<file path="config.mk">
export PLATFORM = sky130hd
export DESIGN_NAME = periph_subsys_top
export DESIGN_NICKNAME = d
export VERILOG_FILES = /design/src/design/periph_bus_pkg.sv /design/src/design/periph_irq_pkg.sv /design/src/design/reg_bus_decoder.sv /design/src/design/event_timer.sv /design/src/design/irq_controller.sv /design/src/design/rsp_mux.sv /design/src/design/periph_subsys_top.sv
export VERILOG_INCLUDE_DIRS = /design/src /design/src/design
export SDC_FILE = /design/constraint.sdc
export NUM_CORES = 1
export LEC_CHECK = 0
export ABC_AREA = 1
export BUFFER_PORTS_ARGS = -buffer_cell sky130_fd_sc_hd__buf_4
export CAP_MARGIN = 20
export CORE_ASPECT_RATIO = 0.6
export CORE_MARGIN = 2
export CORE_UTILIZATION = 60
export DETAILED_ROUTE_END_ITERATION = 7
export PLACE_DENSITY = 0.76
export SETUP_SLACK_MARGIN = 0.4
export SYNTH_ARGS = -nofsm -noshare
export SYNTH_HDL_FRONTEND = slang
export SYNTH_SLANG_ARGS = --single-unit
</file>
<file path="constraint.sdc">
create_clock -name clk_i -period 4.1 [get_ports clk_i]
set_clock_uncertainty 0.1 [all_clocks]
set_input_delay 1.23 -clock clk_i [delete_from_list [all_inputs] [get_ports clk_i]]
set_output_delay 1.23 -clock clk_i [all_outputs]
set_load 0.03 [all_outputs]
</file>
<file path="src/design/periph_config.svh">
// Widths, counts and memory map of the peripheral subsystem
// Region bases must sit on a (1 << PERIPH_OFS_W) boundary
// Region select is the address bits above the offset field

`ifndef PERIPH_CONFIG_SVH
`define PERIPH_CONFIG_SVH

// Bus geometry
`define PERIPH_ADDR_W 16
`define PERIPH_DATA_W 32
`define PERIPH_OFS_W 12

// Peripheral sizing
`define PERIPH_NUM_TIMERS 2
`define PERIPH_NUM_SRC 16
`define PERIPH_NUM_EXT_IRQ 8

// Region bases
`define PERIPH_TIMER_BASE 16'h0000
`define PERIPH_IRQC_BASE 16'h1000

// Read data returned with a slave error
`define PERIPH_ERR_RDATA 32'hDEADBEEF

`endif

</file>
<file path="src/design/periph_bus_pkg.sv">
// Register bus types shared by the decoder, peripherals and response path
// Widths come from the config header

package periph_bus_pkg;

`include "periph_config.svh"

    typedef logic [`PERIPH_ADDR_W-1:0] bus_addr_t;
    typedef logic [`PERIPH_DATA_W-1:0] bus_data_t;
    typedef logic [`PERIPH_OFS_W-1:0]  bus_ofs_t;

    typedef enum logic {
        OP_READ  = 1'b0,
        OP_WRITE = 1'b1
    } bus_op_e;

    // Destination picked from the region field
    typedef enum logic [1:0] {
        TGT_TIMER = 2'd0,
        TGT_IRQC  = 2'd1,
        TGT_ERR   = 2'd2
    } bus_target_e;

    typedef enum logic {
        RESP_OKAY   = 1'b0,
        RESP_SLVERR = 1'b1
    } bus_resp_e;

endpackage

</file>
<file path="src/design/periph_irq_pkg.sv">
// Timer and interrupt controller types, register maps and source indices
// Timer channel n lives at offset n * 0x10 plus its register offset

package periph_irq_pkg;

`include "periph_config.svh"

    typedef logic [`PERIPH_NUM_SRC-1:0]     irq_src_vec_t;
    typedef logic [`PERIPH_NUM_TIMERS-1:0]  timer_irq_t;
    typedef logic [`PERIPH_NUM_EXT_IRQ-1:0] ext_irq_t;

    // Register offset inside one timer channel
    typedef enum logic [3:0] {
        TREG_CTRL    = 4'h0,
        TREG_COUNT   = 4'h4,
        TREG_COMPARE = 4'h8
    } timer_reg_e;

    typedef enum logic [3:0] {
        IREG_PENDING = 4'h0,
        IREG_ENABLE  = 4'h4,
        IREG_RAW     = 4'h8
    } irqc_reg_e;

    // Source map, source 0 never fires, 11 to 15 reserved
    localparam int SRC_TIMER0 = 1;
    localparam int SRC_TIMER1 = 2;
    localparam int SRC_EXT_LO = 3;

endpackage

</file>
<file path="src/design/reg_bus_decoder.sv">
// Request stage of the register bus, one request per cycle, no back-pressure
// Exactly one target strobe fires the cycle after a request is sampled
// Regions other than timer and interrupt controller go to the error path

`timescale 1ns/10ps

`include "periph_config.svh"

module reg_bus_decoder (
    input  logic                        clk_i,
    input  logic                        arst_n_i,
    input  logic                        req_i,
    input  periph_bus_pkg::bus_op_e     req_op_i,
    input  periph_bus_pkg::bus_addr_t   req_addr_i,
    input  periph_bus_pkg::bus_data_t   req_wdata_i,
    output logic                        tmr_req_o,
    output logic                        irq_req_o,
    output logic                        err_req_o,
    output periph_bus_pkg::bus_op_e     op_o,
    output periph_bus_pkg::bus_ofs_t    ofs_o,
    output periph_bus_pkg::bus_data_t   wdata_o
);
    import periph_bus_pkg::*;

    localparam int REGION_W = `PERIPH_ADDR_W - `PERIPH_OFS_W;
    localparam logic [REGION_W-1:0] TIMER_REGION =
        REGION_W'(`PERIPH_TIMER_BASE >> `PERIPH_OFS_W);
    localparam logic [REGION_W-1:0] IRQC_REGION =
        REGION_W'(`PERIPH_IRQC_BASE >> `PERIPH_OFS_W);

    logic [REGION_W-1:0] region;
    bus_target_e         tgt_d;
    bus_target_e         tgt_q;
    logic                req_q;
    bus_op_e             op_q;
    bus_ofs_t            ofs_q;
    bus_data_t           wdata_q;

    // Classify once, before the register
    assign region = req_addr_i[`PERIPH_ADDR_W-1:`PERIPH_OFS_W];

    always_comb begin
        if (region == TIMER_REGION) begin
            tgt_d = TGT_TIMER;
        end else if (region == IRQC_REGION) begin
            tgt_d = TGT_IRQC;
        end else begin
            tgt_d = TGT_ERR;
        end
    end

    always_ff @(posedge clk_i or negedge arst_n_i) begin
        if (!arst_n_i) begin
            req_q <= 1'b0;
            tgt_q <= TGT_ERR;
        end else begin
            req_q <= req_i;
            tgt_q <= tgt_d;
        end
    end

    // Payload only moves with a request
    always_ff @(posedge clk_i) begin
        if (req_i) begin
            op_q    <= req_op_i;
            ofs_q   <= req_addr_i[`PERIPH_OFS_W-1:0];
            wdata_q <= req_wdata_i;
        end
    end

    assign tmr_req_o = req_q && (tgt_q == TGT_TIMER);
    assign irq_req_o = req_q && (tgt_q == TGT_IRQC);
    assign err_req_o = req_q && (tgt_q == TGT_ERR);
    assign op_o      = op_q;
    assign ofs_o     = ofs_q;
    assign wdata_o   = wdata_q;

endmodule

</file>
<file path="src/design/event_timer.sv">
// Compare timers, count runs while CTRL bit 0 is set
// On count == compare the count wraps to zero and a one-cycle irq pulse fires
// A write to count or compare replaces that cycle's increment
// Writes answer with zero read data, unmapped offsets read as zero

`timescale 1ns/10ps

`include "periph_config.svh"

module event_timer (
    input  logic                        clk_i,
    input  logic                        arst_n_i,
    input  logic                        req_i,
    input  periph_bus_pkg::bus_op_e     op_i,
    input  periph_bus_pkg::bus_ofs_t    ofs_i,
    input  periph_bus_pkg::bus_data_t   wdata_i,
    output logic                        rsp_valid_o,
    output periph_bus_pkg::bus_data_t   rdata_o,
    output periph_irq_pkg::timer_irq_t  timer_irq_o
);
    import periph_bus_pkg::*;
    import periph_irq_pkg::*;

    localparam int NUM_TIMERS = `PERIPH_NUM_TIMERS;
    localparam int CHAN_W     = `PERIPH_OFS_W - 4;

    logic [CHAN_W-1:0]     chan_sel;
    timer_reg_e            reg_sel;
    logic [NUM_TIMERS-1:0] wr_ctrl;
    logic [NUM_TIMERS-1:0] wr_count;
    logic [NUM_TIMERS-1:0] wr_compare;

    logic [NUM_TIMERS-1:0] en_q;
    bus_data_t             count_q   [NUM_TIMERS];
    bus_data_t             compare_q [NUM_TIMERS];
    timer_irq_t            irq_q;
    logic                  rsp_valid_q;
    bus_data_t             rdata_d;
    bus_data_t             rdata_q;

    assign chan_sel = ofs_i[`PERIPH_OFS_W-1:4];
    assign reg_sel  = timer_reg_e'(ofs_i[3:0]);

    //////////////////////////////////////////////////////////////////////
    // Register access
    //////////////////////////////////////////////////////////////////////

    always_comb begin
        wr_ctrl    = '0;
        wr_count   = '0;
        wr_compare = '0;
        rdata_d    = '0;
        for (int i = 0; i < NUM_TIMERS; i++) begin
            if (chan_sel == CHAN_W'(i)) begin
                if (req_i && (op_i == OP_WRITE)) begin
                    wr_ctrl[i]    = (reg_sel == TREG_CTRL);
                    wr_count[i]   = (reg_sel == TREG_COUNT);
                    wr_compare[i] = (reg_sel == TREG_COMPARE);
                end else if (op_i == OP_READ) begin
                    case (reg_sel)
                        TREG_CTRL:    rdata_d = bus_data_t'(en_q[i]);
                        TREG_COUNT:   rdata_d = count_q[i];
                        TREG_COMPARE: rdata_d = compare_q[i];
                        default:      rdata_d = '0;
                    endcase
                end
            end
        end
    end

    //////////////////////////////////////////////////////////////////////
    // Counters
    //////////////////////////////////////////////////////////////////////

    always_ff @(posedge clk_i or negedge arst_n_i) begin
        if (!arst_n_i) begin
            en_q  <= '0;
            irq_q <= '0;
            for (int i = 0; i < NUM_TIMERS; i++) begin
                count_q[i]   <= '0;
                compare_q[i] <= '0;
            end
        end else begin
            for (int i = 0; i < NUM_TIMERS; i++) begin
                irq_q[i] <= 1'b0;
                if (wr_ctrl[i]) begin
                    en_q[i] <= wdata_i[0];
                end
                if (wr_compare[i]) begin
                    compare_q[i] <= wdata_i;
                end
                if (wr_count[i]) begin
                    count_q[i] <= wdata_i;
                end else if (en_q[i] && !wr_compare[i]) begin
                    // Match wraps and pulses
                    if (count_q[i] == compare_q[i]) begin
                        count_q[i] <= '0;
                        irq_q[i]   <= 1'b1;
                    end else begin
                        count_q[i] <= count_q[i] + bus_data_t'(1);
                    end
                end
            end
        end
    end

    always_ff @(posedge clk_i or negedge arst_n_i) begin
        if (!arst_n_i) begin
            rsp_valid_q <= 1'b0;
        end else begin
            rsp_valid_q <= req_i;
        end
    end

    always_ff @(posedge clk_i) begin
        if (req_i) begin
            rdata_q <= rdata_d;
        end
    end

    assign rsp_valid_o = rsp_valid_q;
    assign rdata_o     = rdata_q;
    assign timer_irq_o = irq_q;

endmodule

</file>
<file path="src/design/irq_controller.sv">
// Level sampling interrupt controller with pending and enable registers
// Writing 1 to a pending bit clears it unless its source is high that cycle
// irq_o is combinational from pending and enable, writes return zero data

`timescale 1ns/10ps

`include "periph_config.svh"

module irq_controller (
    input  logic                        clk_i,
    input  logic                        arst_n_i,
    input  logic                        req_i,
    input  periph_bus_pkg::bus_op_e     op_i,
    input  periph_bus_pkg::bus_ofs_t    ofs_i,
    input  periph_bus_pkg::bus_data_t   wdata_i,
    input  periph_irq_pkg::ext_irq_t    ext_irq_i,
    input  periph_irq_pkg::timer_irq_t  timer_irq_i,
    output logic                        rsp_valid_o,
    output periph_bus_pkg::bus_data_t   rdata_o,
    output logic                        irq_o
);
    import periph_bus_pkg::*;
    import periph_irq_pkg::*;

    localparam int NUM_SRC    = `PERIPH_NUM_SRC;
    localparam int NUM_EXT    = `PERIPH_NUM_EXT_IRQ;
    localparam int NUM_TIMERS = `PERIPH_NUM_TIMERS;

    irq_src_vec_t src_vec;
    irq_src_vec_t pending_q;
    irq_src_vec_t enable_q;
    irq_src_vec_t clr_mask;
    irqc_reg_e    reg_sel;
    logic         reg_hit;
    logic         wr_pending;
    logic         wr_enable;
    logic         rsp_valid_q;
    bus_data_t    rdata_d;
    bus_data_t    rdata_q;

    //////////////////////////////////////////////////////////////////////
    // Source map
    //////////////////////////////////////////////////////////////////////

    // Bit 0 and the reserved top bits stay zero
    always_comb begin
        src_vec = '0;
        src_vec[SRC_TIMER0 +: NUM_TIMERS] = timer_irq_i;
        src_vec[SRC_EXT_LO +: NUM_EXT]    = ext_irq_i;
    end

    assign reg_hit    = (ofs_i[`PERIPH_OFS_W-1:4] == '0);
    assign reg_sel    = irqc_reg_e'(ofs_i[3:0]);
    assign wr_pending = req_i && (op_i == OP_WRITE) && reg_hit && (reg_sel == IREG_PENDING);
    assign wr_enable  = req_i && (op_i == OP_WRITE) && reg_hit && (reg_sel == IREG_ENABLE);
    assign clr_mask   = wr_pending ? wdata_i[NUM_SRC-1:0] : '0;

    always_ff @(posedge clk_i or negedge arst_n_i) begin
        if (!arst_n_i) begin
            pending_q <= '0;
            enable_q  <= '0;
        end else begin
            // Set beats clear
            pending_q <= (pending_q & ~clr_mask) | src_vec;
            if (wr_enable) begin
                enable_q <= wdata_i[NUM_SRC-1:0];
            end
        end
    end

    always_comb begin
        rdata_d = '0;
        if (reg_hit && (op_i == OP_READ)) begin
            case (reg_sel)
                IREG_PENDING: rdata_d = bus_data_t'(pending_q);
                IREG_ENABLE:  rdata_d = bus_data_t'(enable_q);
                IREG_RAW:     rdata_d = bus_data_t'(src_vec);
                default:      rdata_d = '0;
            endcase
        end
    end

    always_ff @(posedge clk_i or negedge arst_n_i) begin
        if (!arst_n_i) begin
            rsp_valid_q <= 1'b0;
        end else begin
            rsp_valid_q <= req_i;
        end
    end

    always_ff @(posedge clk_i) begin
        if (req_i) begin
            rdata_q <= rdata_d;
        end
    end

    assign rsp_valid_o = rsp_valid_q;
    assign rdata_o     = rdata_q;
    assign irq_o       = |(pending_q & enable_q);

endmodule

</file>
<file path="src/design/rsp_mux.sv">
// Response stage, at most one response source is valid in any cycle
// Error requests answer with the fixed error pattern and a slave error

`timescale 1ns/10ps

`include "periph_config.svh"

module rsp_mux (
    input  logic                        clk_i,
    input  logic                        arst_n_i,
    input  logic                        err_req_i,
    input  logic                        tmr_rsp_valid_i,
    input  periph_bus_pkg::bus_data_t   tmr_rdata_i,
    input  logic                        irq_rsp_valid_i,
    input  periph_bus_pkg::bus_data_t   irq_rdata_i,
    output logic                        rsp_valid_o,
    output periph_bus_pkg::bus_data_t   rsp_rdata_o,
    output periph_bus_pkg::bus_resp_e   rsp_resp_o
);
    import periph_bus_pkg::*;

    localparam bus_data_t ERR_RDATA = `PERIPH_ERR_RDATA;

    logic      err_q;
    logic      rsp_valid_q;
    bus_data_t rsp_rdata_q;
    bus_resp_e rsp_resp_q;

    // Error strobe lines up with the peripheral response stage
    always_ff @(posedge clk_i or negedge arst_n_i) begin
        if (!arst_n_i) begin
            err_q       <= 1'b0;
            rsp_valid_q <= 1'b0;
        end else begin
            err_q       <= err_req_i;
            rsp_valid_q <= err_q || tmr_rsp_valid_i || irq_rsp_valid_i;
        end
    end

    always_ff @(posedge clk_i) begin
        if (err_q) begin
            rsp_rdata_q <= ERR_RDATA;
            rsp_resp_q  <= RESP_SLVERR;
        end else if (tmr_rsp_valid_i) begin
            rsp_rdata_q <= tmr_rdata_i;
            rsp_resp_q  <= RESP_OKAY;
        end else if (irq_rsp_valid_i) begin
            rsp_rdata_q <= irq_rdata_i;
            rsp_resp_q  <= RESP_OKAY;
        end
    end

    assign rsp_valid_o = rsp_valid_q;
    assign rsp_rdata_o = rsp_rdata_q;
    assign rsp_resp_o  = rsp_resp_q;

endmodule

</file>
<file path="src/design/periph_subsys_top.sv">
// Timer and interrupt controller behind one register bus
// Every request gets one response exactly 3 cycles after it is sampled

`timescale 1ns/10ps

module periph_subsys_top (
    input  logic                        clk_i,
    input  logic                        arst_n_i,
    input  logic                        req_i,
    input  periph_bus_pkg::bus_op_e     req_op_i,
    input  periph_bus_pkg::bus_addr_t   req_addr_i,
    input  periph_bus_pkg::bus_data_t   req_wdata_i,
    output logic                        rsp_valid_o,
    output periph_bus_pkg::bus_data_t   rsp_rdata_o,
    output periph_bus_pkg::bus_resp_e   rsp_resp_o,
    input  periph_irq_pkg::ext_irq_t    ext_irq_i,
    output logic                        irq_o
);
    import periph_bus_pkg::*;
    import periph_irq_pkg::*;

    logic       tmr_req;
    logic       irq_req;
    logic       err_req;
    bus_op_e    op;
    bus_ofs_t   ofs;
    bus_data_t  wdata;
    logic       tmr_rsp_valid;
    bus_data_t  tmr_rdata;
    logic       irq_rsp_valid;
    bus_data_t  irq_rdata;
    timer_irq_t timer_irq;

    //////////////////////////////////////////////////////////////////////
    // Request side
    //////////////////////////////////////////////////////////////////////
    reg_bus_decoder i_decoder (
        .clk_i       ( clk_i       ),
        .arst_n_i    ( arst_n_i    ),
        .req_i       ( req_i       ),
        .req_op_i    ( req_op_i    ),
        .req_addr_i  ( req_addr_i  ),
        .req_wdata_i ( req_wdata_i ),
        .tmr_req_o   ( tmr_req     ),
        .irq_req_o   ( irq_req     ),
        .err_req_o   ( err_req     ),
        .op_o        ( op          ),
        .ofs_o       ( ofs         ),
        .wdata_o     ( wdata       )
    );

    //////////////////////////////////////////////////////////////////////
    // Peripherals
    //////////////////////////////////////////////////////////////////////
    event_timer i_timer (
        .clk_i       ( clk_i         ),
        .arst_n_i    ( arst_n_i      ),
        .req_i       ( tmr_req       ),
        .op_i        ( op            ),
        .ofs_i       ( ofs           ),
        .wdata_i     ( wdata         ),
        .rsp_valid_o ( tmr_rsp_valid ),
        .rdata_o     ( tmr_rdata     ),
        .timer_irq_o ( timer_irq     )
    );

    irq_controller i_irqc (
        .clk_i       ( clk_i         ),
        .arst_n_i    ( arst_n_i      ),
        .req_i       ( irq_req       ),
        .op_i        ( op            ),
        .ofs_i       ( ofs           ),
        .wdata_i     ( wdata         ),
        .ext_irq_i   ( ext_irq_i     ),
        .timer_irq_i ( timer_irq     ),
        .rsp_valid_o ( irq_rsp_valid ),
        .rdata_o     ( irq_rdata     ),
        .irq_o       ( irq_o         )
    );

    // Response side
    rsp_mux i_rsp_mux (
        .clk_i           ( clk_i         ),
        .arst_n_i        ( arst_n_i      ),
        .err_req_i       ( err_req       ),
        .tmr_rsp_valid_i ( tmr_rsp_valid ),
        .tmr_rdata_i     ( tmr_rdata     ),
        .irq_rsp_valid_i ( irq_rsp_valid ),
        .irq_rdata_i     ( irq_rdata     ),
        .rsp_valid_o     ( rsp_valid_o   ),
        .rsp_rdata_o     ( rsp_rdata_o   ),
        .rsp_resp_o      ( rsp_resp_o    )
    );

endmodule

</file>
==> impl_metrics.xml <==
<?xml version="1.0" encoding="UTF-8"?>
<metrics>
  <group name="timing">
    <metric name="timing.final.hold_violations" unit="">0</metric>
    <metric name="final.hold.worst_slack" unit="ps">350</metric>
    <metric name="setup_repair_after_global_routing_missed_its_margin" unit="">no</metric>
    <metric name="tightest_slew" unit="ps">1050</metric>
    <metric name="period_minus_slack" unit="ps">3090</metric>
    <metric name="setup_viol" unit="">0</metric>
    <metric name="tns" unit="ps">0</metric>
    <metric name="min_period_over_period" unit="%">75.4</metric>
    <metric name="post-route-worst-setup-slack" unit="ps">1010</metric>
    <metric name="slew_headroom" unit="%">28.9</metric>
    <metric name="max_freq" unit="GHz">0.324</metric>
    <metric name="timing_max_transition_violations_final" unit="">0</metric>
  </group>
  <group name="global_route">
    <metric name="remaining_global_route_overflow" unit="">0</metric>
    <metric name="grt_first_pass_wirelength" unit="µm">71800</metric>
    <metric name="grt_pass1_vias" unit="">12218</metric>
    <metric name="globalRouteTotalUtil" unit="%">35.7</metric>
    <metric name="grt_start_max_net_pins" unit="">81</metric>
    <metric name="antenna_found_initial" unit="">3</metric>
  </group>
  <group name="finish">
    <metric name="fin_nets" unit="">1973</metric>
    <metric name="area.growth.synth_to_final" unit="%">12.3</metric>
    <metric name="commonest_cells_after_routing_fill_and_taps_aside" unit="">nand2_1, inv_1, dfrtp_1</metric>
    <metric name="drive_above_1_share" unit="%">10.9</metric>
    <metric name="post_layout_utilization_of_the_core" unit="%">68.1</metric>
    <metric name="multiInputGateArea" unit="µm²">6170</metric>
    <metric name="final_common_cell" unit="">nand2_1</metric>
    <metric name="fill_cells" unit="">2027</metric>
    <metric name="antenna_cells" unit="">0</metric>
    <metric name="ff_latch_area" unit="µm²">7730</metric>
  </group>
  <group name="place">
    <metric name="place.detailed.hpwl" unit="µm">33000</metric>
    <metric name="gp_congestion" unit="">1.04</metric>
    <metric name="dp_worst_setup_slack" unit="ps">1360</metric>
    <metric name="port-buffer-count" unit="">94</metric>
  </group>
  <group name="clock_tree">
    <metric name="postCtsResizedCells" unit="">0</metric>
    <metric name="cts_tree" unit="">done</metric>
    <metric name="cts-buffers-inserted" unit="">27</metric>
    <metric name="clock_tree.htree_level_count" unit="">1</metric>
    <metric name="root_buffer" unit="">clkbuf_16</metric>
    <metric name="clock_sink_count" unit="">297</metric>
    <metric name="cts_hold_buffers" unit="">0</metric>
    <metric name="post_cts.repair.setup_buffers" unit="">0</metric>
    <metric name="ctsLongestPathBuffers" unit="">3</metric>
    <metric name="clk_pin_slew_worst_setup_hold_paths" unit="ps">60</metric>
    <metric name="insertion_delay" unit="ps">560</metric>
  </group>
  <group name="yosys">
    <metric name="synthDistinctLibCells" unit="">38</metric>
    <metric name="ys_warn_count" unit="">0</metric>
    <metric name="synth_top_cell_by_area" unit="">dfrtp_1</metric>
    <metric name="synth-seq-cells" unit="">297</metric>
    <metric name="yosysTopAreaCellShare" unit="%">28.0</metric>
    <metric name="synth.area.top_cells" unit="">dfrtp_1, edfxtp_1, nand2_1</metric>
    <metric name="syn-cell-area" unit="µm²">15200</metric>
    <metric name="synthesis.area_per_instance" unit="µm²">8.23</metric>
    <metric name="number_of_instances_in_the_synthesized_netlist" unit="">1849</metric>
    <metric name="postSynthNetCount" unit="">1911</metric>
    <metric name="synth.yosys.seq_area_share" unit="%">50.8</metric>
  </group>
  <group name="power">
    <metric name="ir_worst_vdd" unit="mV">0.315</metric>
    <metric name="clock_power_share" unit="%">44.1</metric>
    <metric name="p_int" unit="mW">4.79</metric>
    <metric name="combPwrFrac" unit="%">5.1</metric>
    <metric name="share_seq_of_total_power" unit="%">50.7</metric>
    <metric name="cellLeakagePower" unit="nW">7.49</metric>
    <metric name="power.net_switching" unit="mW">1.42</metric>
    <metric name="power.share.switching" unit="%">22.9</metric>
    <metric name="p_per_area" unit="nW/µm²">363</metric>
  </group>
  <group name="drt">
    <metric name="totalWireLength" unit="µm">46900</metric>
    <metric name="drc" unit="">0</metric>
    <metric name="wire_per_inst" unit="µm">20.7</metric>
    <metric name="route.vias.total" unit="">13232</metric>
    <metric name="drt_pre_antenna_iters" unit="">5</metric>
    <metric name="vias_per_cell" unit="">5.85</metric>
    <metric name="post_route_ant_nets" unit="">0</metric>
    <metric name="drtIter0Drc" unit="">1771</metric>
  </group>
  <group name="floorplan">
    <metric name="die-area" unit="µm²">26700</metric>
    <metric name="die-height" unit="µm">127</metric>
    <metric name="core_area" unit="µm²">25100</metric>
    <metric name="row_count" unit="">45</metric>
    <metric name="die_x" unit="µm">210</metric>
    <metric name="pin_count" unit="">95</metric>
    <metric name="initial_utilization" unit="%">60.6</metric>
  </group>
  <group name="setup_path">
    <metric name="reg2reg_from" unit="">i_decoder.ofs_o[2]</metric>
    <metric name="ff2ff_path_depth" unit="">11</metric>
    <metric name="reg2reg_to" unit="">i_timer.count_q[32]</metric>
    <metric name="crit_required" unit="ps">2770</metric>
    <metric name="setup.worst_path.end_class" unit="">output port</metric>
    <metric name="arrival" unit="ps">1760</metric>
    <metric name="timing.setup.critical_path_class" unit="">reg -&gt; out</metric>
    <metric name="worst_setup_path_startpoint" unit="">i_irqc.enable_q[9]</metric>
    <metric name="crit_path_start_kind" unit="">flip-flop</metric>
    <metric name="reg2reg_slack" unit="ps">1260</metric>
    <metric name="crit_path_end" unit="">irq_o</metric>
    <metric name="cp_max_fo" unit="">3</metric>
  </group>
  <group name="run_status">
    <metric name="status" unit="">completed</metric>
  </group>
  <group name="min_path">
    <metric name="hold_path.class" unit="">reg -&gt; reg</metric>
  </group>
  <group name="job">
    <metric name="maxCapViolCount" unit="">0</metric>
  </group>
</metrics>
-- critical path, stage by stage (launching register included) --
cell      delay, ps
dfrtp_1         400
nand2_1          70
nand2_1          50
a221oi_1        340
nand4_1         160
buf_4           200
-- Yosys cell counts --
| cell | count |
|---|---|
| buf_2 | 26 |
| nand2_4 | 1 |
| a22oi_1 | 24 |
| inv_2 | 11 |
| o21ai_1 | 22 |
| buf_6 | 3 |
| xnor2_1 | 54 |
| a22o_1 | 30 |
| buf_4 | 7 |
| dfstp_2 | 1 |
| nor2_4 | 7 |
| o21ai_0 | 151 |
| nand2_2 | 9 |
| a31oi_1 | 11 |
| a221oi_1 | 6 |
| nor2_1 | 102 |
| ha_1 | 2 |
| o22ai_1 | 51 |
| buf_1 | 4 |
| dfxtp_1 | 33 |
| nor3_1 | 12 |
| edfxtp_1 | 93 |
| xor2_1 | 34 |
| nand2_1 | 549 |
| dfrtp_1 | 170 |
| inv_1 | 243 |
| o211ai_1 | 1 |
| and2_1 | 2 |
| nand3_1 | 49 |
| or3_1 | 1 |
| nand3_4 | 2 |
| a21oi_1 | 27 |
| o21ai_2 | 6 |
| nand4_1 | 51 |
| nor2_2 | 7 |
| o22ai_2 | 8 |
| clkbuf_1 | 37 |
| clkbuf_2 | 2 |
-- power groups by stage --
stage / Sequential, mW / Combinational [mW] / Clock [mW]
floorplan: 3.23 / 0.0918 / 0
global placement: 3.21 / 0.307 / 0
detailed placement: 3.21 / 0.314 / 0
CTS: 3.15 / 0.315 / 2.75
global route: 3.16 / 0.342 / 2.86
finish: 3.15 / 0.320 / 2.74
-- area by class of cell --
type                       count  area share [%]
inverter                     254            5.58
clock buffer                  32            4.06
sequential                   297            45.2
multi-input combinational   1219            36.1
tap                          329            2.41
clock inverter                17            1.38
timing repair buffer         112            5.24
-- state kept, by name, indices dropped and copies added, names as in the netlist, 2 cells and up --
register               flops
i_timer.timer_irq_o        2
i_rsp_mux.rsp_rdata_o     32
i_timer.count_q           64
i_timer.rdata_o           32
i_timer.compare_q         64
i_irqc.pending_q          16
i_irqc.enable_q           16
i_decoder.tgt_q            2
i_timer.en_q               2
i_irqc.rdata_o            16
i_decoder.wdata_o         32
i_decoder.ofs_o           12
-- per-layer routing --
metal | vias up | track usage [%] | part of all wire (%)
met4 | 0 | 7.30 | 2.1
met3 | 68 | 17.4 | 16
met5 | - | 0 | 0
met2 | 738 | 46.7 | 39
li1 | 6150 | - | -
met1 | 6276 | 53.1 | 43
-- how the worst min path moves through the flow --
| stage | slack [ps] | startpoint | endpoint | cells past startpoint |
|---|---|---|---|---|
| floorplan | 320 | i_timer.timer_irq_o[1] | i_irqc.pending_q[2] | 2 |
| global placement | 330 | i_rsp_mux.rsp_resp_o | i_rsp_mux.rsp_resp_o | 2 |
| detailed placement | 340 | i_rsp_mux.rsp_resp_o | i_rsp_mux.rsp_resp_o | 2 |
| CTS | 350 | i_rsp_mux.rsp_resp_o | i_rsp_mux.rsp_resp_o | 2 |
| global route | 380 | i_rsp_mux.rsp_rdata_o[17] | i_rsp_mux.rsp_rdata_o[17] | 2 |
| finish | 350 | i_rsp_mux.rsp_resp_o | i_rsp_mux.rsp_resp_o | 2 |
-- logic make-up after synthesis --
family / synth area share, %
AO/OA/AOI/OAI: 13.4
flip-flops: 50.8
adder cells (fa/ha/maj): 0.164
AND/OR/NAND/NOR: 21.8
XOR/XNOR: 5.06
buffers and inverters: 8.76
-- through the flow --
step / total power, mW / instances / instance area (µm²)
2_1_floorplan: 3.32 / 1849 / 15200
3_3_place_gp: 3.52 / 2209 / 16100
3_5_place_dp: 3.53 / 2210 / 16200
4_1_cts: 6.21 / 2259 / 17100
5_1_grt: 6.36 / 2260 / 17100
6_report: 6.21 / 2260 / 17100
No activity file was read; power rests on OpenSTA's default activity.
